### src/hdl/rvIsaPkg.sv
//--------------------
// RV32I encodings and field types
//--------------------
package rvIsaPkg;

    typedef logic [31:0] word_t;
    typedef logic [31:0] instr_t;
    typedef logic [4:0]  regAddr_t;
    typedef logic [2:0]  funct3_t;

    typedef enum logic [6:0] {
        OPC_OP     = 7'b0110011,
        OPC_OPIMM  = 7'b0010011,
        OPC_LOAD   = 7'b0000011,
        OPC_STORE  = 7'b0100011,
        OPC_BRANCH = 7'b1100011
    } opcode_t;

    // ALU function field
    localparam funct3_t F3_ADDSUB = 3'b000;
    localparam funct3_t F3_SLL    = 3'b001;
    localparam funct3_t F3_SLT    = 3'b010;
    localparam funct3_t F3_SLTU   = 3'b011;
    localparam funct3_t F3_XOR    = 3'b100;
    localparam funct3_t F3_SR     = 3'b101;
    localparam funct3_t F3_OR     = 3'b110;
    localparam funct3_t F3_AND    = 3'b111;

    localparam funct3_t F3_BEQ = 3'b000;
    localparam funct3_t F3_BNE = 3'b001;
    localparam funct3_t F3_BLT = 3'b100;
    localparam funct3_t F3_BGE = 3'b101;

    localparam instr_t NOP_INSTR = 32'h0000_0013;  // addi x0, x0, 0
    localparam word_t  RESET_PC  = 32'h0000_0000;

endpackage

### src/hdl/regFile.sv
`timescale 1ns/1ps
//--------------------
// Register file, 32 x 32 bits
// Two combinational reads, one write, x0 fixed at zero
//--------------------
module regFile
    import rvIsaPkg::*;
(
    input  logic     clk,
    input  logic     reset,
    input  regAddr_t rs1,
    input  regAddr_t rs2,
    input  regAddr_t rd,
    input  logic     writeEn,
    input  word_t    writeData,
    output word_t    rdata1,
    output word_t    rdata2
);

    word_t regs [32];

    always_ff @(posedge clk or posedge reset) begin
        if (reset) begin
            for (int i = 0; i < 32; i++) begin
                regs[i] <= '0;
            end
        end else if (writeEn && (rd != '0)) begin
            regs[rd] <= writeData;
        end
    end

    assign rdata1 = (rs1 == '0) ? '0 : regs[rs1];
    assign rdata2 = (rs2 == '0) ? '0 : regs[rs2];

endmodule

### config.mk
export PLATFORM = sky130hd
export DESIGN_NAME = regFile
export DESIGN_NICKNAME = d
export VERILOG_FILES = /design/src/hdl/rvIsaPkg.sv /design/src/hdl/regFile.sv
export SDC_FILE = /design/constraint.sdc
export NUM_CORES = 2
export LEC_CHECK = 0
export CORE_ASPECT_RATIO = 0.75
export CORE_MARGIN = 4
export CORE_UTILIZATION = 50
export CTS_CLUSTER_SIZE = 14
export DETAILED_ROUTE_END_ITERATION = 16
export DONT_BUFFER_PORTS = 1
export SKIP_LAST_GASP = 1
export SYNTH_ARGS = -nofsm -noshare
export SYNTH_HDL_FRONTEND = slang
export SYNTH_SLANG_ARGS = --single-unit
### constraint.sdc
create_clock -name clk -period 81.3 [get_ports clk]
set_input_delay 24.39 -clock clk [delete_from_list [all_inputs] [get_ports clk]]
set_output_delay 24.39 -clock clk [all_outputs]
set_load 0.1 [all_outputs]
Word-level counts from Yosys, hierarchy flattened
Cells that the tools add are included.
- output and inout bits: 64
- latch bits: 0
- memories: 0
- memory bits (read-only): 0
- register bits after elaboration: 1024
- memory bits (writable): 0
- input port bits: 50
- multiplexer cells: 11
- $add $sub $neg: 0
- reductions and logical operators: 5
- div/mod/pow operators: 0
- bitwise logic cells: 3
- $lt $le $gt $ge: 4
- shifts and indexed selects: 0
- equal/unequal tests: 0
- multipliers: 0
- operators with widths (cell ; number):
    $bwmux W1024 ; 1
    $bmux W32 S5 ; 2
    $mux W32 ; 7
    $demux W32 S5 ; 1
    $ge A6 B6 Y1 const B ; 3
    $not A5 Y6 ; 3
    $logic_not A5 Y1 ; 2
    $lt A6 B1 Y1 const B ; 1
    $reduce_bool A5 Y1 ; 1
    $logic_and A1 B1 Y1 ; 2

Logic depth before layout (Yosys ltp)
- depth after elaboration: 6
- depth in mapped cells: 9
- gate-level depth less buffers: 4

Worst setup path after synthesis
OpenSTA, ideal clock, no wires.
- path kind: input port to output port
- start: input port rs1[1]
- end: output port rdata1[13]
- path slack: 26.875 ns
- arrival: 30.035 ns
- stages: 7
- cell sequence: buf_2 nor2b_1 clkbuf_2 clkbuf_1 a22oi_1 o211a_1 a2111oi_0
- cells in the longest elaborated chain, start to end: 5
- ends and longest elaborated chain (element ; line ; text):
    start: declaration ; regFile.sv:11 ; input regAddr_t rs1,
    $not A5 Y6 (implied by the code) ; regFile.sv:32 ; assign rdata1 = (rs1 == '0) ? '0 : regs[rs1];
    $bmux W32 S5 ; regFile.sv:32 ;
    $mux W32 (implied by the code) (2 in a row) ; regFile.sv:32 ;
    $mux W32 (*) ; regFile.sv:32 ;
    end: declaration ; regFile.sv:16 ; output word_t rdata1,
Mark *: on every way between the ends. The rest lies on a longest branch, timed or not. The select of a mux whose other input is x is not followed.

Final worst setup path
- start: input port rs1[0]
- end: output port rdata1[26]
The elaborated chain is that of the path after synthesis.

==> impl_metrics.json <==
{
  "via_per_inst": 7.00,
  "grt_pass1_vias": 37000,
  "yosysSeqAreaShare_pct": 46.8,
  "dieArea_sq_um": 115000,
  "fin_nets": 3556,
  "rsz0062_at_grt": "false",
  "top_regs": "regs: 1024 flops",
  "first_pass_iters": 5,
  "wl_per_cell_microns": 35.3,
  "muxShareOfSynthArea_pct": 42.6,
  "synth_commonest_cells": "mux2_2 (1037), dfrtp_1 (1024), mux4_2 (397)",
  "vias": 35100,
  "synth_top_cell_area_share_pct": 46.8,
  "min_period_ns": 52.20,
  "slowest_stage": "mux4_2",
  "start_util_pct": 50.7,
  "clk_latency_ns": 0.70,
  "dp_hpwl_microns": 99400,
  "drt_iter0_drc": 3128,
  "grt.overflow.total": 0,
  "die_x_microns": 390,
  "worst_pin_slew_ns": 1.66,
  "antenna_left": 0,
  "design_power_total_w": 0.00152,
  "power_density_nw_per_um2": 25.2,
  "cts-buffers-inserted": 103,
  "maxSlewViolCount": 69,
  "clk_pin_slew_worst_paths_ns": 0.06,
  "synth_top_family_by_area": "multiplexers",
  "drc": 0,
  "track_usage_pct": 30.9,
  "antenna_found_initial": 2,
  "cts_tree": "done",
  "largest_reg_flops": 1024,
  "postSynthAreaPerCell_sq_um": 14.8,
  "status": "complete, but fails checks",
  "worstPathRequired_ns": 56.91,
  "synth-edff-count": 0,
  "antennaDiodeCount": 0,
  "skew_ns": 0,
  "top_register": "regs",
  "post-route-util_pct": 56.1,
  "grt_max_degree": 325,
  "yosysWarnings": 0,
  "clock_sinks": 1024,
  "setup_viol": 0,
  "synth_simple_gate_area_share_pct": 2.06,
  "crit_chain": "mux4_2 > a22o_1 > a2111oi_0 > buf_4 > a311oi_4 > buf_4",
  "violations": "max-slew violations",
  "postCtsHoldBufs": 0,
  "ys_ff_latch": 1024,
  "critPathMaxStageDelay_ns": 1.00,
  "finalWirelength_microns": 177000,
  "synth_cell_type_count": 48,
  "portBuffers": 0,
  "cts_root_buf": "clkbuf_16",
  "dieHeight_microns": 295,
  "synth_top_cell_by_area": "dfrtp_1",
  "ctsLongestPathBuffers": 3,
  "synth_xor_area_share_pct": 0,
  "p_leak_nw": 26.0,
  "drive_gt1_share_pct": 51.3,
  "start_kind": "primary input",
  "ys_top_cells_by_area": "dfrtp_1 (47%), mux2_2 (21%), mux4_2 (16%)",
  "post_cts_buffers": 0,
  "io_pins": 114,
  "finalHoldViolCount": 0,
  "vdd_drop_max_mv": 0.0182,
  "grt_pass1_wl_microns": 261000,
  "crit_arrival_ns": 27.81,
  "cts_resized": 0,
  "ys_async_sr_fraction_pct": 100,
  "max_freq_ghz": 0.0192,
  "syn-num-nets": 3742,
  "crit_type": "primary input to output port",
  "rows": 104,
  "synth_cells": 3692,
  "hold_path.class": "register to register",
  "synth_compound_area_share_pct": 4.46,
  "synth_flop_cell": "dfrtp_1",
  "period_share_pct": 64.2,
  "synth.most_common_cell": "mux2_2",
  "cp_max_fo": 324,
  "synth_fa_ha_area_share_pct": 0,
  "setup_tns_ns": 0,
  "cp_common_cell": "buf_4",
  "fillers": 8348,
  "core_sq_um": 108000,
  "gp_congestion": 0.828,
  "end_kind": "output port",
  "area_delta_synth_final_pct": 10.7,
  "htreeDepth": 3,
  "cap_viol_max_count": 0,
  "slew_headroom_pct": -10.9,
  "synth_area_sq_um": 54700
}
-- critical path, delay by kind of cell --
kind	cells	cell delay, ns
compound gates	3	1.16
mux	1	1.00
buf+inv	2	0.53
-- final cells by class --
cell class	instances	area, sq um	share of cell area, %
clock buffers	154	3030	5.01
well taps	1431	1790	2.96
multi-input cells	2238	27600	45.5
clock inverters	30	440	0.727
inverters	3	18.8	0.0310
flip-flops and latches	1024	25600	42.3
repair buffers	136	2070	3.43
-- layout by cell type (no fill, tap or decap), types with 6 or more instances in the layout --
cell	count
nor4_2	16
buf_16	52
nand2_1	25
nand3_1	12
bufinv_16	11
o22ai_1	40
nand2_2	16
a21oi_1	43
nor2_4	17
a22oi_1	77
nor3_2	32
o221ai_1	21
mux2i_1	271
clkbuf_16	105
mux4_2	397
a22o_1	42
a2111oi_0	27
a211oi_1	34
and2_1	17
clkbuf_8	22
dfrtp_1	1024
nor2b_1	38
clkinv_2	15
nand3b_1	6
buf_4	83
a311oi_4	8
o32ai_1	16
mux2_2	1037
clkbuf_1	27
-- path summary, 6_finish.rpt --
| check | from | to | slack (ns) | cells after the start |
|---|---|---|---|---|
| worst max-delay path | rs1[0] | rdata1[26] | 29.10 | 6 |
| worst min-delay path | regs[995] | regs[995] | 0.40 | 0 |
| worst max register to register | regs[24] | regs[24] | 80.48 | 1 |
| worst min register to register | regs[995] | regs[995] | 0.40 | 0 |
| max in group asynchronous | reset | regs[560] | 53.33 | 5 |
| min in group asynchronous | reset | regs[244] | 23.71 | 1 |
-- cells by family after synthesis --
group,Yosys count
buf+inv,430
mux,1705
simple gates,207
compound gates,326
flops,1024
-- report_power, final --
group | leakage [nW] | internal (W) | switching (W) | total [W]
sequential | 13.1 | 0.000607 | 0.0000761 | 0.000683
clock | 1.72 | 0.000291 | 0.000208 | 0.000499
combinational | 11.2 | 0.000197 | 0.000146 | 0.000343
-- per-stage QoR --
stage          worst slack (ns)  area, sq um  hold WS [ns]  std cells
6_report                  29.10        60600         0.399       5016
5_1_grt                   29.65        60600         0.410       5016
4_1_cts                   29.86        60600         0.401       5016
3_5_place_dp              29.89        57100         0.383       4832
3_3_place_gp              29.61        57100         0.379       4832
2_1_floorplan             26.88        54700         0.441       3692
-- metal layers --
metal | global-route usage, % | share of wire [%] | routed length, microns
met5 | 0 | 0 | 0
met1 | 43.9 | 42 | 74600
met4 | 10.8 | 3.9 | 6830
met3 | 6.55 | 8.0 | 14200
met2 | 47.8 | 46 | 81400
Power figures use the tool's default switching activity.
