--- src/hdl/rvIsaPkg.sv ---
//--------------------
// RV32I encodings and field types
//--------------------
package rvIsaPkg;

    typedef logic [31:0] word_t;
    typedef logic [31:0] instr_t;
    typedef logic [4:0]  regAddr_t;
    typedef logic [2:0]  funct3_t;

    typedef enum logic [6:0] {
        OPC_OP     = 7'b0110011,
        OPC_OPIMM  = 7'b0010011,
        OPC_LOAD   = 7'b0000011,
        OPC_STORE  = 7'b0100011,
        OPC_BRANCH = 7'b1100011
    } opcode_t;

    // ALU function field
    localparam funct3_t F3_ADDSUB = 3'b000;
    localparam funct3_t F3_SLL    = 3'b001;
    localparam funct3_t F3_SLT    = 3'b010;
    localparam funct3_t F3_SLTU   = 3'b011;
    localparam funct3_t F3_XOR    = 3'b100;
    localparam funct3_t F3_SR     = 3'b101;
    localparam funct3_t F3_OR     = 3'b110;
    localparam funct3_t F3_AND    = 3'b111;

    localparam funct3_t F3_BEQ = 3'b000;
    localparam funct3_t F3_BNE = 3'b001;
    localparam funct3_t F3_BLT = 3'b100;
    localparam funct3_t F3_BGE = 3'b101;

    localparam instr_t NOP_INSTR = 32'h0000_0013;  // addi x0, x0, 0
    localparam word_t  RESET_PC  = 32'h0000_0000;

endpackage

--- src/hdl/rvPipePkg.sv ---
//--------------------
// Pipeline control types
//--------------------
package rvPipePkg;

    typedef enum logic [3:0] {
        ALU_ADD,
        ALU_SUB,
        ALU_AND,
        ALU_OR,
        ALU_XOR,
        ALU_SLL,
        ALU_SRL,
        ALU_SRA,
        ALU_SLT,
        ALU_SLTU
    } aluOp_t;

    typedef enum logic [1:0] {
        IMM_NONE,
        IMM_I,
        IMM_S,
        IMM_B
    } immKind_t;

    // Operand source in execute
    typedef enum logic [1:0] {
        FWD_REG,
        FWD_MEM,
        FWD_WB
    } fwdSel_t;

endpackage

--- src/hdl/decodeUnit.sv ---
`timescale 1ns/1ps
//--------------------
// Decode stage control
// Control bits, immediate and ALU operation per instruction
//--------------------
module decodeUnit
    import rvIsaPkg::*, rvPipePkg::*;
(
    input  instr_t instr,
    output logic   regWrite,
    output logic   memToReg,
    output logic   memRead,
    output logic   memWrite,
    output logic   aluSrc,
    output logic   branch,
    output aluOp_t aluOp,
    output word_t  imm
);

    immKind_t immKind;
    funct3_t  funct3;
    logic     altFn;    // funct7 bit 5, SUB and SRA

    function automatic aluOp_t aluFn(funct3_t f3, logic alt, logic isReg);
        case (f3)
            F3_ADDSUB: aluFn = (isReg && alt) ? ALU_SUB : ALU_ADD;
            F3_SLL:    aluFn = ALU_SLL;
            F3_SLT:    aluFn = ALU_SLT;
            F3_SLTU:   aluFn = ALU_SLTU;
            F3_XOR:    aluFn = ALU_XOR;
            F3_SR:     aluFn = alt ? ALU_SRA : ALU_SRL;
            F3_OR:     aluFn = ALU_OR;
            F3_AND:    aluFn = ALU_AND;
            default:   aluFn = ALU_ADD;
        endcase
    endfunction

    assign funct3 = instr[14:12];
    assign altFn  = instr[30];

    always_comb begin
        regWrite = 1'b0;
        memToReg = 1'b0;
        memRead  = 1'b0;
        memWrite = 1'b0;
        aluSrc   = 1'b0;
        branch   = 1'b0;
        immKind  = IMM_NONE;
        aluOp    = ALU_ADD;
        case (opcode_t'(instr[6:0]))
            OPC_OP: begin
                regWrite = 1'b1;
                aluOp    = aluFn(funct3, altFn, 1'b1);
            end
            OPC_OPIMM: begin
                regWrite = 1'b1;
                aluSrc   = 1'b1;
                immKind  = IMM_I;
                aluOp    = aluFn(funct3, altFn, 1'b0);
            end
            OPC_LOAD: begin
                regWrite = 1'b1;
                memToReg = 1'b1;
                memRead  = 1'b1;
                aluSrc   = 1'b1;
                immKind  = IMM_I;
            end
            OPC_STORE: begin
                memWrite = 1'b1;
                aluSrc   = 1'b1;
                immKind  = IMM_S;
            end
            OPC_BRANCH: begin
                branch  = 1'b1;
                immKind = IMM_B;
                aluOp   = funct3[2] ? ALU_SLT : ALU_SUB;  // BLT/BGE compare by SLT
            end
            default: ;  // Unknown opcode becomes a bubble
        endcase
    end

    always_comb begin
        case (immKind)
            IMM_I:   imm = {{20{instr[31]}}, instr[31:20]};
            IMM_S:   imm = {{20{instr[31]}}, instr[31:25], instr[11:7]};
            IMM_B:   imm = {{19{instr[31]}}, instr[31], instr[7], instr[30:25],
                            instr[11:8], 1'b0};
            default: imm = '0;
        endcase
    end

endmodule

--- config.mk ---
export PLATFORM = sky130hd
export DESIGN_NAME = decodeUnit
export DESIGN_NICKNAME = d
export VERILOG_FILES = /design/src/hdl/rvIsaPkg.sv /design/src/hdl/rvPipePkg.sv /design/src/hdl/decodeUnit.sv
export SDC_FILE = /design/constraint.sdc
export NUM_CORES = 1
export LEC_CHECK = 0
export ABC_AREA = 1
export BUFFER_PORTS_ARGS = -buffer_cell sky130_fd_sc_hd__buf_2
export CAP_MARGIN = 30
export CORE_MARGIN = 2
export CORE_UTILIZATION = 28
export DETAILED_ROUTE_END_ITERATION = 12
export GPL_ROUTABILITY_DRIVEN = 1
export PLACE_DENSITY = 0.8
export SYNTH_ARGS = -nofsm -noshare
export SYNTH_HDL_FRONTEND = slang
export SYNTH_SLANG_ARGS = --single-unit
--- constraint.sdc ---
create_clock -name vclk -period 1.11
set_input_delay 0 -clock vclk [all_inputs]
set_output_delay 0 -clock vclk [all_outputs]
set_load 0.005 [all_outputs]
* Word level (Yosys, flattened, before mapping)
Index checks and enable logic that the tools add are counted.
** Storage, ports and cells
- Bits in registers :: 0
- Bits in latches :: 0
- RAM bits :: 0
- Memory bits (read-only) :: 0
- Output and inout port bits :: 42
- Logic and storage cells :: 32
- Memories kept :: 0
** Cells by class
- Add/subtract/negate cells :: 0
- $mul :: 0
- Divide/modulo/power cells :: 0
- Magnitude comparators :: 0
- Eq/ne operators :: 15
- Shift-type cells :: 0
- Mux-type cells :: 13
- Bitwise operators :: 0
- Reductions and logical operators :: 4
** Operators with widths (count)
- one-hot mux 32 bit (3 select lines) :: 1
- one-hot mux 4 bit (8 select lines) :: 2
- == test 7 x 6 -> 1 bit (second input constant) :: 2
- == test 3 bit (second input constant) :: 4
- one-hot mux 4 bit (3 select lines) :: 1
- == test 7 x 2 -> 1 bit (second input constant) :: 1
- == test 7 x 5 -> 1 bit (second input constant) :: 1
- == test 7 bit (second input constant) :: 1
- 2-to-1 mux 1 bit :: 7
- == test 3 x 2 -> 1 bit (second input constant) :: 2
- one-hot mux 2 bit (3 select lines) :: 1
- OR reduction 3 bit :: 2
- == test 2 bit (second input constant) :: 2
- 2-to-1 mux 4 bit :: 1
- == test 3 x 1 -> 1 bit (second input constant) :: 1
- zero test 3 bit :: 1
- == test 2 x 1 -> 1 bit (second input constant) :: 1
- OR reduction 2 bit :: 1

* Depth between registers and ports, before layout
- Word-level depth :: 5
- Depth in mapped cells :: 6
- Depth with buffers taken out :: 6

* Worst setup path before layout
No wires, ideal clock.
- Kind :: input -> output
- Start point :: in instr[5]
- End point :: out imm[13]
- Arrival :: 1.282 ns
- Required time :: 1.110 ns
- Slack :: -0.172 ns
- Stages on the path :: 4
- Buffers on the path :: 1
- Cells stage by stage :: nor2_2 > o21ai_2 > nor2_1 > buf_4
** Between the ends
- Longest elaborated chain between the ends :: 5
- Elaborated cells between the ends (all ways) :: 10
** Ends and longest elaborated chain
- from (decl) :: line decodeUnit.sv:9 : input instr_t instr,
- == test 7 x 5 -> 1 bit or == test 7 x 2 -> 1 bit (tied branches) :: line decodeUnit.sv:50 : case (opcode_t'(instr[6:0]))
- OR reduction 2 bit (no source line)
- one-hot mux 2 bit (3 select lines) (*) :: line decodeUnit.sv:50
- == test 2 bit or == test 2 x 1 -> 1 bit (tied branches) :: line decodeUnit.sv:83 : case (immKind)
- one-hot mux 32 bit (3 select lines) (*) :: line decodeUnit.sv:83
- to (decl) :: line decodeUnit.sv:17 : output word_t imm
Every way passes the cells marked *; elsewhere a longest branch is shown, timed or not.

* Worst setup path after layout
- Start point :: in instr[2]
- End point :: out imm[28]
The elaborated chain is that of the path after synthesis.

==> results.md <==
- Run status: finished, final reports clean
- Routed WL per cell: 8.65 µm
- Via density: approximately 4.5
- Worst-path cell with the longest stage delay: nor2_2
- Post-CTS Setup Bufs: 0
- Crit-path max FO: 12
- Register area: 0 µm²
- Die area: 0.00212 mm²
- I/O pins: 74
- MaxCap Viol Count: 0
- Dpl ws: between 0.2 and 0.3 ns
- Synth warn: 0
- Post-layout min period: 0.841 ns
- Worst Setup EP: imm[28]
- Cell family contributing the most delay on the critical path: buffers and inverters
- Ant. Diodes: 0
- Largest net degree at the start of global routing: 13
- Routed WL: 1.49 mm
- Slew HR: 0.799
- Crit end category: primary output
- Area delta synth->final: 51.8%
- Ranking of synthesized cells by area: buf_4, nand2_1, nand3_1
- RSZ-0062 raised after global routing: false
- All-Layer GR Usage: 0.126
- Post-cts gate resize count: 0
- DIE HEIGHT: 46.1 µm
- Hold Slack: about 0.26 ns
- Seq/Total Area, Yosys: 0
- First drt pass iteration count: 4
- WP buf/inv: 4
- Final setup TNS: 0 ns
- Peak supply drop: about 0.073 mV
- Crit path required time: approximately 1.1 ns
- ANT nets after route: 0
- Dpl cell area: 752 µm²
- Period utilization: 0.758
- Initial DRC count: 8
- Setup CP Type: in2out
- Finished Cell Area: 752 µm²
- Final count of pins violating max slew: 0
- Final hold vios: 0
- Mapped Nets: 133
- CP startpoint: instr[2]
- Slew @ Worst Pin: ~0.3 ns
- Final setup fails: 0
- Tot Pwr: 139 µW
- Cell Pwr Density: 185 mW/mm²
- Seq cells: 0
- Most frequent cell after synthesis: nand2_1
- Row Count: 15
- Final worst slack: 0.269 ns
- Slowest stage delay, CP: 0.16 ns
- Post-DP HPWL: ~1.3 mm
- P_leak: 0.595 nW
- Yosys top cell by area: buf_4
- Synth top cells by count: nand2_1, buf_4, nand3_1, nor2_1, inv_1
- Hold_buf cts: 0
- Synth Instances: slightly above 100
- Synthesized cell area: 495 µm²
- Final #Nets: 189
- Share of layout cells above drive strength 1: 0.535
- Type of the most critical hold path: in2out
- Vias in the first global route: 547
- Initial antenna violation count: 0
- Startpoint types: primary input
- Cell variety after synth: 12
- Core box area: about 0.0017 mm²
- Cell chain of the critical path: buf_2, inv_1, nand2_1, nor2_2, o21ai_2, nor2_2, buf_4, buf_2
- Crit path DAT: 0.84 ns
- Clock buf count: 0
- Synth top area share: 0.318
- DRC: 0
- Via count: between 700 and 800
- Syn Area/Cell: between 4 and 5 µm²
- Crit path depth: 8
- Hold Path Depth: 4
- FMAX: 1190 MHz
- Initial Utilization: 0.293
- IO buf count: 69
- GPL Wtd Cong: 0.851
- Global route overflow: 0
- Global-route wire length before repair: between 2 and 2.5 mm
- Die Width: 46.1 µm
## how the worst min path moves through the flow
stage | endpoint | startpoint | slack, ns
4_1_cts | imm[2] | instr[9] | 0.26
3_3_place_gp | imm[2] | instr[9] | 0.25
3_5_place_dp | imm[2] | instr[9] | 0.26
5_1_grt | imm[3] | instr[10] | 0.28
6_report | imm[4] | instr[11] | 0.26
2_1_floorplan | memRead | instr[4] | 0.04
## power breakdown
part	internal (mW)	leakage, nW	switching [mW]	total, mW
combinational	0.0654	0.595	0.0739	0.139
clock	0	0	0	0
sequential	0	0	0	0
total	0.0654	0.595	0.0739	0.139
## metrics by stage
stage | instances | util
finish | 172 | 0.445
global route | 172 | 0.445
CTS | 172 | 0.445
detailed placement | 172 | 0.445
global placement | 172 | 0.445
floorplan | 101 | -
## per-layer routing
| metal | vias to the layer above | wire length, µm | GRT usage |
|---|---|---|---|
| met5 | - | 0 | 0 |
| met4 | 0 | 0 | 0 |
| met3 | 0 | 126 | 0 |
| met2 | 41 | 747 | 0.247 |
| met1 | 328 | 612 | 0.160 |
| li1 | 397 | - | - |
## layout by cell type (no fill, tap or decap)
master	count
buf_2	69
inv_1	14
nor2_1	15
buf_4	6
nand3_1	16
o21ai_0	1
nand2_1	23
o21ai_2	1
a21oi_1	1
inv_2	3
nor2_2	3
nor3_1	2
nand2_2	1
## layout make-up
class	count	area (µm²)
multi-input combinational	63	277
timing repair buffer	75	390
inverter	17	63.8
tap	17	21.3
fill	191	937
## logic make-up (layout without fill, tap and decap cells)
family | count (synthesis) | count (layout) | share of synthesized area
AND/OR/NAND/NOR | 60 | 60 | 0.515
buffers and inverters | 38 | 92 | 0.447
AO/OA/AOI/OAI | 3 | 3 | 0.0379
(Power assumes the default switching activity.)
