===== src/hdl/rvIsaPkg.sv =====
//--------------------
// RV32I encodings and field types
//--------------------
package rvIsaPkg;

    typedef logic [31:0] word_t;
    typedef logic [31:0] instr_t;
    typedef logic [4:0]  regAddr_t;
    typedef logic [2:0]  funct3_t;

    typedef enum logic [6:0] {
        OPC_OP     = 7'b0110011,
        OPC_OPIMM  = 7'b0010011,
        OPC_LOAD   = 7'b0000011,
        OPC_STORE  = 7'b0100011,
        OPC_BRANCH = 7'b1100011
    } opcode_t;

    // ALU function field
    localparam funct3_t F3_ADDSUB = 3'b000;
    localparam funct3_t F3_SLL    = 3'b001;
    localparam funct3_t F3_SLT    = 3'b010;
    localparam funct3_t F3_SLTU   = 3'b011;
    localparam funct3_t F3_XOR    = 3'b100;
    localparam funct3_t F3_SR     = 3'b101;
    localparam funct3_t F3_OR     = 3'b110;
    localparam funct3_t F3_AND    = 3'b111;

    localparam funct3_t F3_BEQ = 3'b000;
    localparam funct3_t F3_BNE = 3'b001;
    localparam funct3_t F3_BLT = 3'b100;
    localparam funct3_t F3_BGE = 3'b101;

    localparam instr_t NOP_INSTR = 32'h0000_0013;  // addi x0, x0, 0
    localparam word_t  RESET_PC  = 32'h0000_0000;

endpackage


===== src/hdl/rvPipePkg.sv =====
//--------------------
// Pipeline control types
//--------------------
package rvPipePkg;

    typedef enum logic [3:0] {
        ALU_ADD,
        ALU_SUB,
        ALU_AND,
        ALU_OR,
        ALU_XOR,
        ALU_SLL,
        ALU_SRL,
        ALU_SRA,
        ALU_SLT,
        ALU_SLTU
    } aluOp_t;

    typedef enum logic [1:0] {
        IMM_NONE,
        IMM_I,
        IMM_S,
        IMM_B
    } immKind_t;

    // Operand source in execute
    typedef enum logic [1:0] {
        FWD_REG,
        FWD_MEM,
        FWD_WB
    } fwdSel_t;

endpackage


===== src/hdl/hazardUnit.sv =====
`timescale 1ns/1ps
//--------------------
// Hazard control
// Forward selects, load-use stall, branch flush
//--------------------
module hazardUnit
    import rvIsaPkg::*, rvPipePkg::*;
(
    input  regAddr_t decRs1,
    input  regAddr_t decRs2,
    input  regAddr_t exRs1,
    input  regAddr_t exRs2,
    input  regAddr_t exRd,
    input  regAddr_t memRd,
    input  regAddr_t wbRd,
    input  logic     exMemRead,
    input  logic     memRegWrite,
    input  logic     wbRegWrite,
    input  logic     branchTaken,
    output fwdSel_t  fwdA,
    output fwdSel_t  fwdB,
    output logic     stall,
    output logic     flush
);

    logic memFwdOk;
    logic wbFwdOk;

    assign memFwdOk = memRegWrite && (memRd != '0);
    assign wbFwdOk  = wbRegWrite && (wbRd != '0);

    // Memory stage is younger, so it wins
    always_comb begin
        fwdA = FWD_REG;
        fwdB = FWD_REG;
        if (memFwdOk && (memRd == exRs1)) fwdA = FWD_MEM;
        else if (wbFwdOk && (wbRd == exRs1)) fwdA = FWD_WB;
        if (memFwdOk && (memRd == exRs2)) fwdB = FWD_MEM;
        else if (wbFwdOk && (wbRd == exRs2)) fwdB = FWD_WB;
    end

    assign stall = exMemRead && (exRd != '0) && ((exRd == decRs1) || (exRd == decRs2));
    assign flush = branchTaken;    // Kills IF/ID and ID/EX

endmodule


===== config.mk =====
export PLATFORM = sky130hd
export DESIGN_NAME = hazardUnit
export DESIGN_NICKNAME = d
export VERILOG_FILES = /design/src/hdl/rvIsaPkg.sv /design/src/hdl/rvPipePkg.sv /design/src/hdl/hazardUnit.sv
export SDC_FILE = /design/constraint.sdc
export NUM_CORES = 1
export LEC_CHECK = 0
export ABC_AREA = 1
export BUFFER_PORTS_ARGS = -buffer_cell sky130_fd_sc_hd__buf_2
export CORE_AREA = 2 2 42 44
export DETAILED_ROUTE_END_ITERATION = 8
export DIE_AREA = 0 0 44 46
export PLACE_DENSITY = 0.78
export SYNTH_ARGS = -nofsm -noshare
export SYNTH_HDL_FRONTEND = slang
export SYNTH_SLANG_ARGS = --single-unit

===== constraint.sdc =====
create_clock -name vclk -period 0.8
set_input_delay 0.08 -clock vclk [all_inputs]
set_output_delay 0.08 -clock vclk [all_outputs]
set_load 0.02 [all_outputs]

### Yosys cells after proc, flatten, opt, wreduce, memory -nomap -nowiden

Index checks and enable logic that the tools add are counted.

* bits in latches: 0
* memories: 0
* RAM bits: 0
* bits in registers: 0
* input port bits: 39
* memory bits (read-only): 0

* div/mod/pow operators: 0
* mux-type cells: 4
* magnitude comparators: 0
* bitwise logic cells: 0
* shift operators: 0
* add/sub/neg operators: 0
* multipliers: 0
* equal/unequal tests: 6
* reductions and logical operators: 12

Operator list (count)
* $eq 5x5->1: 6
* $reduce_bool 5->1: 3
* $logic_and 1x1->1: 8
* $mux 2: 4
* $logic_or 1x1->1: 1

### Logic depth before layout (Yosys ltp)

Gate-level depths: netlist (run 1).

* word-level depth: 5
* mapped depth: 7

### Least setup slack after synthesis (run 1)

Ideal clock, no wire load.

* kind: input -> output
* from: in memRd[2]
* to: out fwdA[1]
* arrival: 739 ps
* cell stages on the path: 7
* path slack: -19 ps
* cells stage by stage: inv_2 > nand2_1 > nand2_1 > nor2_1 > nand3_1 > nor2_2 > nor2_1

* cells in the longest elaborated chain, start to end: 4
* elaborated cells between the ends (all ways): 5
* classes of those cells: eq/ne (1); mux (1); reduce/logical (3)

RTL lines
* start, declared: line hazardUnit.sv:14 `input regAddr_t memRd,`
* $reduce_bool 5->1: line hazardUnit.sv:29 `assign memFwdOk = memRegWrite && (memRd != '0);`
* $logic_and 1x1->1: line hazardUnit.sv:29
* $logic_and 1x1->1 *: line hazardUnit.sv:36 `if (memFwdOk && (memRd == exRs1)) fwdA = FWD_MEM;`
* $mux 2 *: line hazardUnit.sv:36
* end, declared: line hazardUnit.sv:20 `output fwdSel_t fwdA,`

Every way passes the cells marked *; elsewhere a longest branch is shown, timed or not.

### Worst setup path after layout (run 1)

* from: in exRs2[3]
* to: out fwdB[1]

* cells in the longest elaborated chain, start to end: 4
* elaborated cells between the ends (all ways): 6
* classes of those cells: eq/ne (2); mux (2); reduce/logical (2)

RTL lines
* start, declared: line hazardUnit.sv:12 `input regAddr_t exRs2,`
* $eq 5x5->1: line hazardUnit.sv:39 `else if (wbFwdOk && (wbRd == exRs2)) fwdB = FWD_WB;`
* $logic_and 1x1->1: line hazardUnit.sv:39
* $mux 2: line hazardUnit.sv:39
* $mux 2 *: line hazardUnit.sv:38 `if (memFwdOk && (memRd == exRs2)) fwdB = FWD_MEM;`
* end, declared: line hazardUnit.sv:21 `output fwdSel_t fwdB,`

Marks and branches as above.

==> flow_summary.toml, run 1 <==
[clock_tree]
post-cts-setup-buffer-count = 0
cts-hold-fix-buffers = 0

[setup_path]
critPathKind = "in2out"
worst-path-max-fanout = 3
required_ns = 0.72
end_kind = "output pin"
cp.arrival_ns = 0.91
critPathLaunchType = "input pin"

[min_path]
min_path_type = "in2out"
hold_path_depth = 0
hold_end = "flush"
min-delay-start = "branchTaken"

[outcome]
status = "complete, but fails checks"
failed_checks = "setup timing"

[detailed_routing]
routedWlPerCell_um = 11.8
vias = 860
first_iter_violations = 19
antenna_left = 0
firstDrtPassIters = 4
viasPerCell = 4.57
drt_wl_total_mm = 2.22
drc_errors = 0

[global_route]
grt_use_total_pct = 17.9
first_global_vias = 751
grt_overflow = 0
grt_max_degree = 5
grt_pass1_wl_mm = 2.85
antenna_found_initial = 0

[cells_and_area]
diodes = 0
regArea_um2 = 0
fill_cells = 131
final_nets = 212
stdcell_count = 188
design.seq.count = 0
drive_gt1_share_pct = 52.0
areaGrowthSynthToFinish_pct = 100
final_util_pct = 69.3
nClkBuffers = 0

[floorplanning]
start_util_pct = 34.7
die_w_um = 44
rows = 15
ios = 45
dieArea_um2 = 2020
core_area_um2 = 1610
fp.dieH_um = 46

[yosys]
synthCells = 126
yosysSeqAreaShare_pct = 0
yosysWarnings = 0
synth_area_um2 = 559
synth_area_per_cell_um2 = 4.44
synth_nets = 165
synth.distinct_cells = 13

[placement]
place.gp.congestion = 0.837
placed_cells = 188
dp_hpwl_mm = 1.45
dpl_worst_slack_ns = -0.137
portBuffers = 43

[sta]
slew_headroom_pct = 87.6
worst_pin_slew_ns = 0.184
setup_tns_ns = -0.544
setup_viol = 5
slew_viol_final = 0
fin_crit_sh_pct = 124
min_period_ns = 0.991
max_clock_freq_mhz = 1010
final_hold_viol_count = 0
setup_ws_ns = -0.191
rsz0062_at_grt = "yes"

[power_and_ir_drop]
p_leak_nw = 0.642
vdd_drop_max_uv = 235
pwr_density_cell_nw_per_um2 = 508

[flow_run]
maxCapViolations = 0
[cells in the final DEF (no fill, tap or decap)]
| cell type | count |
|---|---|
| nand2_1 | 46 |
| buf_6 | 25 |
| nand2_2 | 13 |
| inv_2 | 12 |
| nor2_1 | 11 |
| buf_2 | 9 |
| inv_1 | 8 |
| nor2_2 | 7 |
| buf_4 | 7 |
| inv_4 | 6 |
| nand4_1 | 5 |
| buf_8 | 5 |
| xnor2_1 | 4 |
| nand3_1 | 4 |
| xnor2_2 | 4 |
| xor2_1 | 3 |
| o21ai_1 | 1 |
| a21oi_2 | 1 |
[where the power goes]
part	switching, mW	internal (mW)	total [mW]	leakage (nW)
combinational	0.259	0.309	0.568	0.642
clock	0	0	0	0
sequential	0	0	0	0
[kinds of logic after synthesis]
group / Yosys count / synth area share [%]
and+or+nand+nor: 86 / 62.2
buffers and inverters: 27 / 18.8
AOI/OAI and AO/OA: 2 / 1.79
xor gates and xnor gates: 11 / 17.2
[Yosys cell counts]
master	number	area, um^2
a21oi_1	1	5.00
buf_4	1	7.51
inv_1	16	60.1
inv_2	10	37.5
nand2_1	58	218
nand2_2	1	6.26
nand3_1	4	20.0
nand4_1	5	31.3
nor2_1	16	60.1
nor2_2	2	12.5
o21ai_1	1	5.00
xnor2_1	8	70.1
xor2_1	3	26.3
[critical path: stages]
cell	delay, ns
buf_8	0.10
xnor2_2	0.16
nand2_1	0.11
nor2_2	0.11
nand2_1	0.06
nor2_2	0.14
buf_6	0.14
[worst max path at each step]
stage	depth (start not counted)	start	endpoint	slack, ns
after global placement	7	exRs1[3]	fwdA[1]	-0.12
after global routing	7	exRs2[3]	fwdB[1]	-0.24
after floorplan	7	memRd[2]	fwdA[1]	-0.02
after detailed placement	9	memRd[2]	fwdA[1]	-0.14
after CTS	9	memRd[3]	fwdA[1]	-0.10
final	7	exRs2[3]	fwdB[1]	-0.19
[through the flow]
step | cell area [um^2] | hold slack (ns) | total power [mW]
global placement | 811 | 0.160 | 0.374
CTS | 915 | 0.160 | 0.438
detailed placement | 811 | 0.160 | 0.384
global route | 1120 | 0.160 | 0.618
floorplan | 559 | 0.273 | 0.208
finish | 1120 | 0.160 | 0.568
[area by class of cell]
class                      count  area, um^2  area share (%)
multi-input combinational     99         531            47.4
timing repair buffer          46         454            40.6
inverter                      26         113            10.1
tap                           17        21.3            1.90
[what timing repair did]
action	CTS	global route
gates cloned	0	0
resized for setup	25	60
setup endpoints to repair	5	5
pin swaps	21	36
[layer usage]
layer  share of wire, %  track usage (%)
met1                 40             22.8
met2                 55             35.0
met3                4.1            0.794
met4                1.2                0
met5                  0                0
(Power assumes the default switching activity.)
==> inputs of run 2 (changes only) <==
- MAX_ROUTING_LAYER: default -> met4
- PLACE_DENSITY: 0.78 -> 0.9
==> run 2 against run 1 <==
  * Critical endpoint unchanged
  * Maximum frequency rose by 3.7%
  * Worst hold slack barely moved
  * Worst setup slack improved by 0.036 ns
  * Highest routed layer unchanged
  * Final cell count rose by 1.1%
  * Combinational power fell by 4.9%
  * The flow still finishes with violations (setup timing)
  * Global-route usage rose by 0.80 points
  * Routed wire length rose by 6.2%
==> flow_summary.toml, run 2 (same netlist as run 1, synthesis figures left out) <==
[setup_path]
required_ns = 0.72
cp_cell_sequence = "buf_8 -> inv_4 -> buf_6 -> nand4_1 -> nand2_2 -> nor2_2 -> nor2_1 -> buf_4"
end_kind = "output pin"
critPathKind = "in2out"
critPathLaunchType = "input pin"
worst-path-max-fanout = 3
max_stage_delay_ns = 0.15
cp.arrival_ns = 0.88
crit_slowest_cell = "nand2_2"

[min_path]
hold_end = "flush"
hold_path_depth = 0
min-delay-start = "branchTaken"
min_path_type = "in2out"

[detailed_routing]
routedWlPerCell_um = 12.4
drc_errors = 0
viasPerCell = 4.80
first_iter_violations = 30
vias = 912
antenna_left = 0
firstDrtPassIters = 4
drt_wl_total_mm = 2.36

[floorplanning]
rows = 15
ios = 45
dieArea_um2 = 2020
start_util_pct = 34.7
fp.dieH_um = 46
die_w_um = 44
core_area_um2 = 1610

[flow_run]
maxCapViolations = 0

[sta]
setup_viol = 5
final_hold_viol_count = 0
setup_ws_ns = -0.155
min_period_ns = 0.955
fin_crit_sh_pct = 119
rsz0062_at_grt = "yes"
max_clock_freq_mhz = 1050
hold_ws_ns = 0.160
worst_pin_slew_ns = 0.174
slew_headroom_pct = 88.3
setup_tns_ns = -0.620
slew_viol_final = 0

[cells_and_area]
fill_cells = 143
areaGrowthSynthToFinish_pct = 88.6
multi_input_area_um2 = 504
drive_gt1_share_pct = 47.4
regArea_um2 = 0
diodes = 0
stdcell_count = 190
final_nets = 214
design.seq.count = 0
nClkBuffers = 0
final_cell_mix = "50 x nand2_1, 17 x buf_2, 17 x buf_6"
layout_commonest_cell = "nand2_1"

[global_route]
first_global_vias = 807
grt_pass1_wl_mm = 2.86
grt_use_total_pct = 18.7
antenna_found_initial = 0
grt_max_degree = 5
grt_overflow = 0

[power_and_ir_drop]
power_uw = 540
pwr_density_cell_nw_per_um2 = 512
p_leak_nw = 0.626
vdd_drop_max_uv = 246

[placement]
dpl_worst_slack_ns = -0.139
placed_cells = 189
dp_hpwl_mm = 1.45
portBuffers = 43
place.gp.congestion = 0.757

[outcome]
failed_checks = "setup timing"
status = "complete, but fails checks"

[clock_tree]
cts-hold-fix-buffers = 0
## run 2: cell type report
type	instances	share of cell area, %
Timing Repair Buffer	48	39.7
Tap cell	17	2.02
Multi-Input combinational cell	99	47.8
Inverter	26	10.4
## run 2: stage by stage
step | utilization, % | area (um^2)
floorplan | - | 559
global placement | 50.7 | 818
detailed placement | 50.7 | 818
CTS | 59.0 | 952
global route | 65.3 | 1050
finish | 65.3 | 1050
## run 2: routing by layer
| layer | vias to the layer above | part of all wire (%) | global-route usage, % |
|---|---|---|---|
| met5 | - | 0 | - |
| met1 | 385 | 36 | 19.1 |
| li1 | 467 | - | - |
| met3 | 10 | 5.6 | 0.794 |
| met4 | 0 | 3.2 | 0 |
| met2 | 50 | 55 | 40.6 |
## run 2: worst max-delay path by stage
stage,startpoint,to,slack (ns),cells after the start
global placement,memRd[0],fwdA[1],-0.14,9
detailed placement,exRs1[3],fwdA[1],-0.14,7
finish,memRd[1],fwdB[1],-0.16,8
global route,decRs1[2],stall,-0.20,8
floorplan,memRd[2],fwdA[1],-0.02,7
CTS,memRd[1],fwdA[1],-0.12,8
## run 2: repair_timing
action | in CTS | in global routing
setup endpoints to repair | 5 | 5
setup buffers | 1 | 0
gates resized for setup | 34 | 30
pin swaps | 20 | 29
hold endpoints to repair | 0 | 0
## run 2: critical path: cells and delay by family
| kind | cells | cell delay (ns) |
|---|---|---|
| buffers and inverters | 4 | 0.38 |
| AND/OR/NAND/NOR | 4 | 0.41 |
## run 2: power by group
group / internal, mW / total, mW / switching (mW)
Combinational: 0.282 / 0.540 / 0.258
Clock: 0 / 0 / 0
Sequential: 0 / 0 / 0
Total: 0.282 / 0.540 / 0.258
