[config.mk]
export PLATFORM = sky130hd
export DESIGN_NAME = executeUnit
export DESIGN_NICKNAME = d
export VERILOG_FILES = /design/src/hdl/rvIsaPkg.sv /design/src/hdl/rvPipePkg.sv /design/src/hdl/executeUnit.sv
export SDC_FILE = /design/constraint.sdc
export NUM_CORES = 1
export LEC_CHECK = 0
export BUFFER_PORTS_ARGS = -buffer_cell sky130_fd_sc_hd__buf_2
export CAP_MARGIN = 20
export CORE_ASPECT_RATIO = 1.4
export CORE_MARGIN = 5
export CORE_UTILIZATION = 38
export DETAILED_ROUTE_END_ITERATION = 10
export PLACE_DENSITY = 0.63
export RECOVER_POWER = 100
export SYNTH_ARGS = -nofsm -noshare
export SYNTH_HDL_FRONTEND = slang
export SYNTH_SLANG_ARGS = --single-unit
[constraint.sdc]
create_clock -name vclk -period 9.65
set_input_delay 1.4475 -clock vclk [all_inputs]
set_output_delay 1.4475 -clock vclk [all_outputs]
set_load 0.05 [all_outputs]
[src/hdl/rvIsaPkg.sv]
//--------------------
// RV32I encodings and field types
//--------------------
package rvIsaPkg;

    typedef logic [31:0] word_t;
    typedef logic [31:0] instr_t;
    typedef logic [4:0]  regAddr_t;
    typedef logic [2:0]  funct3_t;

    typedef enum logic [6:0] {
        OPC_OP     = 7'b0110011,
        OPC_OPIMM  = 7'b0010011,
        OPC_LOAD   = 7'b0000011,
        OPC_STORE  = 7'b0100011,
        OPC_BRANCH = 7'b1100011
    } opcode_t;

    // ALU function field
    localparam funct3_t F3_ADDSUB = 3'b000;
    localparam funct3_t F3_SLL    = 3'b001;
    localparam funct3_t F3_SLT    = 3'b010;
    localparam funct3_t F3_SLTU   = 3'b011;
    localparam funct3_t F3_XOR    = 3'b100;
    localparam funct3_t F3_SR     = 3'b101;
    localparam funct3_t F3_OR     = 3'b110;
    localparam funct3_t F3_AND    = 3'b111;

    localparam funct3_t F3_BEQ = 3'b000;
    localparam funct3_t F3_BNE = 3'b001;
    localparam funct3_t F3_BLT = 3'b100;
    localparam funct3_t F3_BGE = 3'b101;

    localparam instr_t NOP_INSTR = 32'h0000_0013;  // addi x0, x0, 0
    localparam word_t  RESET_PC  = 32'h0000_0000;

endpackage

[src/hdl/rvPipePkg.sv]
//--------------------
// Pipeline control types
//--------------------
package rvPipePkg;

    typedef enum logic [3:0] {
        ALU_ADD,
        ALU_SUB,
        ALU_AND,
        ALU_OR,
        ALU_XOR,
        ALU_SLL,
        ALU_SRL,
        ALU_SRA,
        ALU_SLT,
        ALU_SLTU
    } aluOp_t;

    typedef enum logic [1:0] {
        IMM_NONE,
        IMM_I,
        IMM_S,
        IMM_B
    } immKind_t;

    // Operand source in execute
    typedef enum logic [1:0] {
        FWD_REG,
        FWD_MEM,
        FWD_WB
    } fwdSel_t;

endpackage

[src/hdl/executeUnit.sv]
`timescale 1ns/1ps
//--------------------
// Execute stage
// Operand forwarding, ALU and branch resolution
//--------------------
module executeUnit
    import rvIsaPkg::*, rvPipePkg::*;
(
    input  word_t   pc,
    input  word_t   rdata1,
    input  word_t   rdata2,
    input  word_t   imm,
    input  logic    aluSrc,
    input  logic    branch,
    input  funct3_t funct3,
    input  aluOp_t  aluOp,
    input  fwdSel_t fwdA,
    input  fwdSel_t fwdB,
    input  word_t   memResult,
    input  word_t   wbResult,
    output word_t   aluResult,
    output word_t   storeData,
    output word_t   branchTarget,
    output logic    branchTaken
);

    word_t opA;
    word_t opB;
    word_t regB;     // Forwarded rs2, before the immediate mux
    logic  zero;
    logic  cond;

    function automatic word_t pickFwd(fwdSel_t sel, word_t regVal, word_t memVal,
                                      word_t wbVal);
        case (sel)
            FWD_MEM: pickFwd = memVal;
            FWD_WB:  pickFwd = wbVal;
            default: pickFwd = regVal;
        endcase
    endfunction

    assign opA       = pickFwd(fwdA, rdata1, memResult, wbResult);
    assign regB      = pickFwd(fwdB, rdata2, memResult, wbResult);
    assign opB       = aluSrc ? imm : regB;
    assign storeData = regB;

    always_comb begin
        case (aluOp)
            ALU_ADD:  aluResult = opA + opB;
            ALU_SUB:  aluResult = opA - opB;
            ALU_AND:  aluResult = opA & opB;
            ALU_OR:   aluResult = opA | opB;
            ALU_XOR:  aluResult = opA ^ opB;
            ALU_SLL:  aluResult = opA << opB[4:0];
            ALU_SRL:  aluResult = opA >> opB[4:0];
            ALU_SRA:  aluResult = $signed(opA) >>> opB[4:0];
            ALU_SLT:  aluResult = {31'b0, ($signed(opA) < $signed(opB))};
            ALU_SLTU: aluResult = {31'b0, (opA < opB)};
            default:  aluResult = '0;
        endcase
    end

    assign zero = (aluResult == '0);

    // SUB result for BEQ/BNE, SLT bit for BLT/BGE
    always_comb begin
        case (funct3)
            F3_BEQ:  cond = zero;
            F3_BNE:  cond = !zero;
            F3_BLT:  cond = aluResult[0];
            F3_BGE:  cond = !aluResult[0];
            default: cond = 1'b0;
        endcase
    end

    assign branchTaken  = branch && cond;
    assign branchTarget = pc + imm;

endmodule

# [Word-level counts from Yosys, hierarchy flattened]
# Cells that the tools add are included.
[totals] mem_bits_rw=0 romBits=0 reg_bits=0 out_inout_bits=97 input_bits=205 mem_count=0 latch_bits=0
[classes] n_eq_ne=16 mul=0 mux=5 div=0 reduce_logical=6 add_sub_neg=3 magnitude_cmp=2 bitwise=3 shift=3
[ops] op="32-bit one-hot mux with 10 select lines" n=1
[ops] op="32-bit one-hot mux with 2 select lines" n=2
[ops] op="32-bit adder" n=2
[ops] op="32-bit < comparator" n=2
[ops] op="32-bit bitwise AND" n=1
[ops] op="32-bit logical NOT" n=1
[ops] op="32-bit two-way mux" n=1
[ops] op="32-bit OR" n=1
[ops] op="32-bit by 5-bit left shift with 32-bit output" n=1
[ops] op="32-bit by 5-bit right shift with 32-bit output" n=1
[ops] op="32-bit by 5-bit >>> shifter with 32-bit output" n=1
[ops] op="32-bit subtractor" n=1
[ops] op="32-bit bitwise XOR" n=1
[ops] op="4-bit by 3-bit equality test with 1-bit output, second input constant" n=4
[ops] op="4-bit by 2-bit equality test with 1-bit output, second input constant" n=2
[ops] op="4-bit equality test, second input constant" n=2
[ops] op="3-bit equality test, second input constant" n=2
[ops] op="2-bit by 1-bit equality test with 1-bit output, second input constant" n=2
[ops] op="2-bit equality test, second input constant" n=2
[ops] op="4-bit by 1-bit equality test with 1-bit output, second input constant" n=1
[ops] op="4-bit logical NOT" n=1
[ops] op="1-bit one-hot mux with 4 select lines" n=1
[ops] op="3-bit by 1-bit equality test with 1-bit output, second input constant" n=1
[ops] op="3-bit logical NOT" n=1
[ops] op="other kinds (2)" n=3

# [Depth between registers and ports, before layout]
# Gate-level depths: netlist of run 1.
[logic_depth] depth_word=9 mapped_depth=25 depth_no_buf=22

# [Worst setup path before layout of run 1]
# OpenSTA, ideal clock, no wires.
[synth_path] kind="input port to output port" startpoint="input port fwdB[0]" endpoint="output port branchTaken" slack_ps=-201 stages=24 path_buffers=5 arrival_ps=8403 cell_sequence="inv_1 ha_1 buf_2 mux2_2 o21ai_1 clkbuf_1 buf_1 clkbuf_1 ha_1 clkbuf_1 nor2_1 nand3_1 a2111oi_0 nor4b_1 nor4_1 o31a_1 o22ai_1 mux2i_1 xnor2_1 o21ai_0 nor2_1 nand4b_1 o41ai_2 mux2i_1"
[synth_via] elab_chain_cells=9 word_cells_on_any_way=20 cone_classes="add/sub: 2; order compare: 2; eq/ne: 2; shift: 3; mux: 4; bitwise: 3; reduce/logical: 4"
[synth_rtl] item="start: declaration" line="executeUnit.sv:18" source="input fwdSel_t fwdB,"
[synth_rtl] item="2-bit equality test / 2-bit by 1-bit equality test with 1-bit output (equally long branches)" line="executeUnit.sv:35" source="case (sel)"
[synth_rtl] item="32-bit one-hot mux with 2 select lines (*)" line="executeUnit.sv:35"
[synth_rtl] item="net storeData[4]" line="executeUnit.sv:22" source="output word_t storeData,"
[synth_rtl] item="32-bit two-way mux (*)" line="executeUnit.sv:44" source="assign opB = aluSrc ? imm : regB;"
[synth_rtl] item="32-bit subtractor (tied with other cells)" line="executeUnit.sv:50" source="ALU_SUB: aluResult = opA - opB;"
[synth_rtl] item="32-bit one-hot mux with 10 select lines (*)" line="executeUnit.sv:48" source="case (aluOp)"
[synth_rtl] item="net aluResult[28]" line="executeUnit.sv:21" source="output word_t aluResult,"
[synth_rtl] item="32-bit logical NOT (*)" line="executeUnit.sv:63" source="assign zero = (aluResult == '0);"
[synth_rtl] item="1-bit logical NOT" line="executeUnit.sv:69" source="F3_BNE: cond = !zero;"
[synth_rtl] item="1-bit one-hot mux with 4 select lines (*)" line="executeUnit.sv:67" source="case (funct3)"
[synth_rtl] item="1-bit logical AND (*)" line="executeUnit.sv:76" source="assign branchTaken = branch && cond;"
[synth_rtl] item="end: declaration" line="executeUnit.sv:24" source="output logic branchTaken"
# The timed path passes the listed nets; every way through them passes the cells marked *.

# [Final worst setup path of run 1]
[layout_path] startpoint="input port fwdA[0]" endpoint="output port branchTaken"
[layout_via] elab_chain_cells=8 word_cells_on_any_way=19 cone_classes="add/sub: 2; order compare: 2; eq/ne: 2; shift: 3; mux: 3; bitwise: 3; reduce/logical: 4"
[layout_rtl] item="start: declaration" line="executeUnit.sv:17" source="input fwdSel_t fwdA,"
[layout_rtl] item="2-bit equality test / 2-bit by 1-bit equality test with 1-bit output (equally long branches)" line="executeUnit.sv:35"
[layout_rtl] item="32-bit one-hot mux with 2 select lines (*)" line="executeUnit.sv:35"
[layout_rtl] item="32-bit subtractor (tied with other cells)" line="executeUnit.sv:50"
[layout_rtl] item="32-bit one-hot mux with 10 select lines (*)" line="executeUnit.sv:48"
[layout_rtl] item="32-bit logical NOT" line="executeUnit.sv:63"
[layout_rtl] item="1-bit logical NOT" line="executeUnit.sv:69"
[layout_rtl] item="1-bit one-hot mux with 4 select lines (*)" line="executeUnit.sv:67"
[layout_rtl] item="1-bit logical AND (*)" line="executeUnit.sv:76"
# Every way passes the cells marked *; elsewhere a longest branch is shown, timed or not.

==> results of run 1 <==
kinds of logic after synthesis:
group | after synthesis | synth area share
xor+xnor | 53 | 0.0393
compound gates | 723 | 0.411
buf+inv | 263 | 0.0895
simple gates | 578 | 0.224
mux | 102 | 0.0890
fa+ha+maj | 137 | 0.147
what timing repair did:
item,CTS,global route
endpoints found under the setup margin,0,1
hold buffers,0,0
buffers inserted,0,0
gates resized for setup,0,1
cells in the mapped netlist, types with 26 or more instances:
cell type / count
a211oi_1: 29
a21oi_1: 154
a22oi_1: 67
a31oi_1: 26
clkbuf_1: 79
ha_1: 134
inv_1: 133
mux2i_1: 89
nand2_1: 183
nand2b_1: 30
nand3_1: 34
nor2_1: 185
nor3_1: 50
o21ai_0: 137
o221ai_1: 27
o22ai_1: 52
xnor2_1: 40
power breakdown:
| group | internal, mW | switching (mW) | leakage [nW] |
|---|---|---|---|
| sequential | 0 | 0 | 0 |
| combinational | 0.503 | 1.21 | 6.26 |
| clock | 0.0000000280 | 0 | 0.0000127 |
stage by stage:
stage | instance area (um^2) | cells | power, mW | setup WS, ns
after floorplan | 11800 | 1856 | 1.15 | 0.173
after CTS | 13900 | 2492 | 1.68 | 0.452
final | 13800 | 2494 | 1.72 | 0.230
after global placement | 13900 | 2492 | 1.68 | 0.552
after detailed placement | 13900 | 2492 | 1.67 | 0.469
after global routing | 13800 | 2492 | 1.80 | 0.0110
path summary, 6_finish.rpt:
kind       from            to  slack [ns]  cells past startpoint
min   rdata2[3]  storeData[3]        3.33                      4
max     fwdA[0]   branchTaken        0.23                     22
cell usage in the layout (no fill, tap or decap), drive strengths merged, types with 13 or more instances in the layout:
cell	Yosys	layout
clkbuf	79	85
nand2b	30	30
o21bai	13	13
o211ai	22	22
a21o	20	20
nor4	14	14
o22ai	52	52
o21ai	163	163
inv	135	135
nor2	185	185
or3	15	15
o221ai	29	29
a211oi	29	29
buf	48	288
a221o	16	16
nor2b	13	13
xnor2	40	40
nor3	50	50
ha	134	134
a31oi	26	26
o21a	14	14
a21oi	154	154
xor2	13	13
nand3	34	34
nand2	184	184
a22oi	68	68
mux2i	90	90
worst max-delay path, delay by kind of cell:
family | cells | cell delay, ns
simple gates | 5 | 1.54
buf+inv | 7 | 1.24
compound gates | 7 | 2.64
fa+ha+maj | 2 | 0.86
mux | 1 | 0.25
routing by layer:
metal	share of wire	global-route usage	vias up	wire, um
li1	-	-	7421	-
met1	0.36	0.436	7587	25300
met2	0.45	0.621	1136	31600
met3	0.093	0.0602	301	6500
met4	0.091	0.253	0	6330
met5	0	0	-	0
layout make-up:
cell class | count | area, um^2
well taps | 390 | 488
repair buffers | 373 | 1960
multi-input cells | 1593 | 10800
diodes | 2 | 5.00
fillers | 3409 | 17000
inverters | 136 | 517
==> results.yml, run 1 <==
outcome:
  status: "complete, no violations"
synthesis:
  synth_top_area_share: 0.142
  ys_top_cells_by_area: "ha_1 14%, mux2i_1 7.5%, a21oi_1 6.5%"
  yosysUniqueCellTypes: 88
  syn_nets: 2198
  syn_inst: 1856
  syn_area_mm2: 0.0118
  yosysWarningCount: 0
  yosysTopAreaCell: "ha_1"
  synth_area_per_cell_um2: 6.36
  ys_seq_area_frac: 0
route:
  drt_iter0_markers: 1724
  postRouteAntennaNets: 0
  drt-vias-per-instance: 6.59
  dr.pass1.iters: 6
  wl_per_cell_um: 27.9
  route.detailed.drc: 0
  num_vias: 16445
  wirelength_mm: 69.7
global_route:
  antenna_found_initial: 3
  grt_use_total: 0.372
  grt_pass1_vias: 15953
  overflow: 0
  grt_pass1_wl_mm: 101
  grt_max_degree: 61
sta:
  rsz0062_at_grt: "no"
  finalSetupViolations: 0
  slew_viol_final: 0
  tightest_slew_ns: 1.25
  clock.fmax_mhz: 106
  tns_ns: 0
  timing_hold_violations_final: 0
  whs_ns: 3.33
  finalCritPeriodShare: 0.976
  fin_crit_ns: 9.42
  max_slew_margin: 0.159
worst_setup_path:
  critical-path-max-stage-delay_ns: 0.61
  end_kind: "primary output"
  required_ns: 8.20
  path_class: "primary input to primary output"
  arrival_ns: 7.97
  crit_slowest_cell: "or4_1"
  crit_fanout: 16
  startpoint_type: "primary input"
  path_cells: "buf_2 > inv_1 > ha_2 > clkinv_2 > o21ai_2 > inv_1 > ha_1 > buf_4 > nor2_1 > a221oi_1 > o21ai_0 > a311oi_1 > o21ai_0 > a211o_1 > or4b_1 > or4_1 > nor3_1 > buf_4 > nand4b_1 > o41ai_2 > mux2i_2 > buf_2"
layout:
  area_delta_synth_final_pct: 16.5
  layout-drive-gt1-share: 0.158
  design.seq.count: 0
  clkbuf_count: 0
  final_nets: 2446
  fin_util: 0.448
  ff_latch_area_um2: 0
pwr:
  powerDensity_mw_per_mm2: 125
  ir_worst_vdd_mv: 0.0842
  power.leakage_nw: 6.26
floorplan:
  row_count: 76
  dieArea_mm2: 0.0348
  fp.dieH_um: 219
  io_pins: 302
  start_util: 0.385
  die_x_um: 159
  core-area_mm2: 0.0307
hold_path:
  hp-class: "primary input to primary output"
placement:
  hpwl_mm: 58.0
  io_buffers: 302
  gp_congestion: 1.05
flow_run:
  drv_cap: 0
No activity file was read; power rests on OpenSTA's default activity.
==> run 2, diff against run 1 <==
- clock period: 9.65 -> 11.7 ns (I/O delays scaled with it)
==> results.yml, run 2 (synthesis gave the netlist of run 1 again) <==
outcome:
  status: "complete, no violations"
worst_setup_path:
  end_kind: "primary output"
  required_ns: 9.95
  critical-path-max-stage-delay_ns: 0.94
  path_class: "primary input to primary output"
  crit_slowest_cell: "ha_1"
  path_cells: "buf_2 > inv_1 > ha_1 > a22oi_1 > nor2_1 > a21oi_1 > o21ai_0 > ha_1 > or3_1 > nor4_1 > o21ai_0 > a31oi_1 > a211oi_1 > a21oi_1 > a2bb2oi_1 > a31oi_1 > nand4b_1 > or4b_2 > nor3_1 > nand4b_1 > o41ai_2 > mux2i_1 > clkbuf_1"
  crit_fanout: 32
  critPathTopFamily: "compound AO/OA/AOI/OAI gates"
  arrival_ns: 8.96
  path_buf_inv: 3
  startpoint_type: "primary input"
cts:
  post_cts_resized: 0
  hold_buffers: 0
  postCtsSetupBuffers: 0
sta:
  fin_crit_ns: 10.71
  tns_ns: 0
  slew_viol_final: 0
  rsz0062_at_grt: "no"
  max_slew_margin: 0.202
  finalCritPeriodShare: 0.915
  tightest_slew_ns: 1.20
  timing_hold_violations_final: 0
  clock.fmax_mhz: 93.4
  finalSetupViolations: 0
  whs_ns: 4.02
floorplan:
  start_util: 0.385
  row_count: 76
  io_pins: 302
  core-area_mm2: 0.0307
  dieArea_mm2: 0.0348
  die_x_um: 159
  fp.dieH_um: 219
layout:
  ff_latch_area_um2: 0
  instances_no_fill: 2461
  design.seq.count: 0
  clkbuf_count: 0
  final_cell_mix: "212 x buf_2, 185 x nor2_1, 183 x nand2_1"
  layout-drive-gt1-share: 0.141
  multi_input_area_mm2: 0.0108
  final_nets: 2410
  fillCellCount: 3460
  area_delta_synth_final_pct: 14.0
  final_common_cell: "buf_2"
flow_run:
  drv_cap: 0
route:
  drt-vias-per-instance: 6.65
  route.detailed.drc: 0
  dr.pass1.iters: 6
  wl_per_cell_um: 27.8
  drt_iter0_markers: 1820
  num_vias: 16366
  postRouteAntennaNets: 0
  wirelength_mm: 68.5
global_route:
  grt_use_total: 0.366
  overflow: 0
  grt_pass1_wl_mm: 100
  antenna_found_initial: 8
  grt_pass1_vias: 15885
  grt_max_degree: 61
pwr:
  ir_worst_vdd_mv: 0.0708
  powerDensity_mw_per_mm2: 103
  power.leakage_nw: 6.06
  power_mw: 1.39
placement:
  gp_congestion: 1.07
  place_inst: 2456
  io_buffers: 302
  hpwl_mm: 55.6
hold_path:
  hp-class: "primary input to primary output"
==> run 2: cell types whose count changed in the layout (fill, tap and decap cells not counted), sizes merged <==
cell	change
clkbuf	+5
diode	+3
buf	-41
==> run 2: path summary, 6_finish.rpt <==
check | end | startpoint | slack [ns] | cells past startpoint
hold / removal | branchTaken | funct3[0] | 4.02 | 4
setup / recovery | branchTaken | fwdB[0] | 0.99 | 23
==> run 2: where the power goes <==
| group | switching, mW | total, mW | internal (mW) |
|---|---|---|---|
| Combinational | 0.991 | 1.39 | 0.396 |
| Sequential | 0 | 0 | 0 |
| Clock | 0 | 0.0000000230 | 0.0000000229 |
==> run 2: cell type report <==
| type | instances | share of cell area |
|---|---|---|
| inverter | 136 | 0.0384 |
| timing repair buffer | 337 | 0.123 |
| tap | 390 | 0.0363 |
| multi-input combinational | 1593 | 0.801 |
| antenna | 5 | 0.000930 |
==> run 2: stage by stage <==
step / util / setup slack, ns / area, um^2
6_report: 0.438 / 0.989 / 13500
5_1_grt: 0.438 / 0.564 / 13500
4_1_cts: 0.442 / 1.50 / 13600
3_5_place_dp: 0.442 / 1.51 / 13600
3_3_place_gp: 0.442 / 1.58 / 13600
2_1_floorplan: - / 1.23 / 11800
==> run 2: worst min-delay path: stages <==
cell and delay, ns:
buf_2 0.10, nand3b_1 0.06, mux2i_1 0.06, clkbuf_1 0.29
==> run 2: metal layers <==
layer  wire (um)  up-vias  track usage
met4        5680        0        0.226
met3        6800      288       0.0736
li1            -     7346            -
met5           0        -            0
met2       30800     1122        0.605
met1       25200     7610        0.436
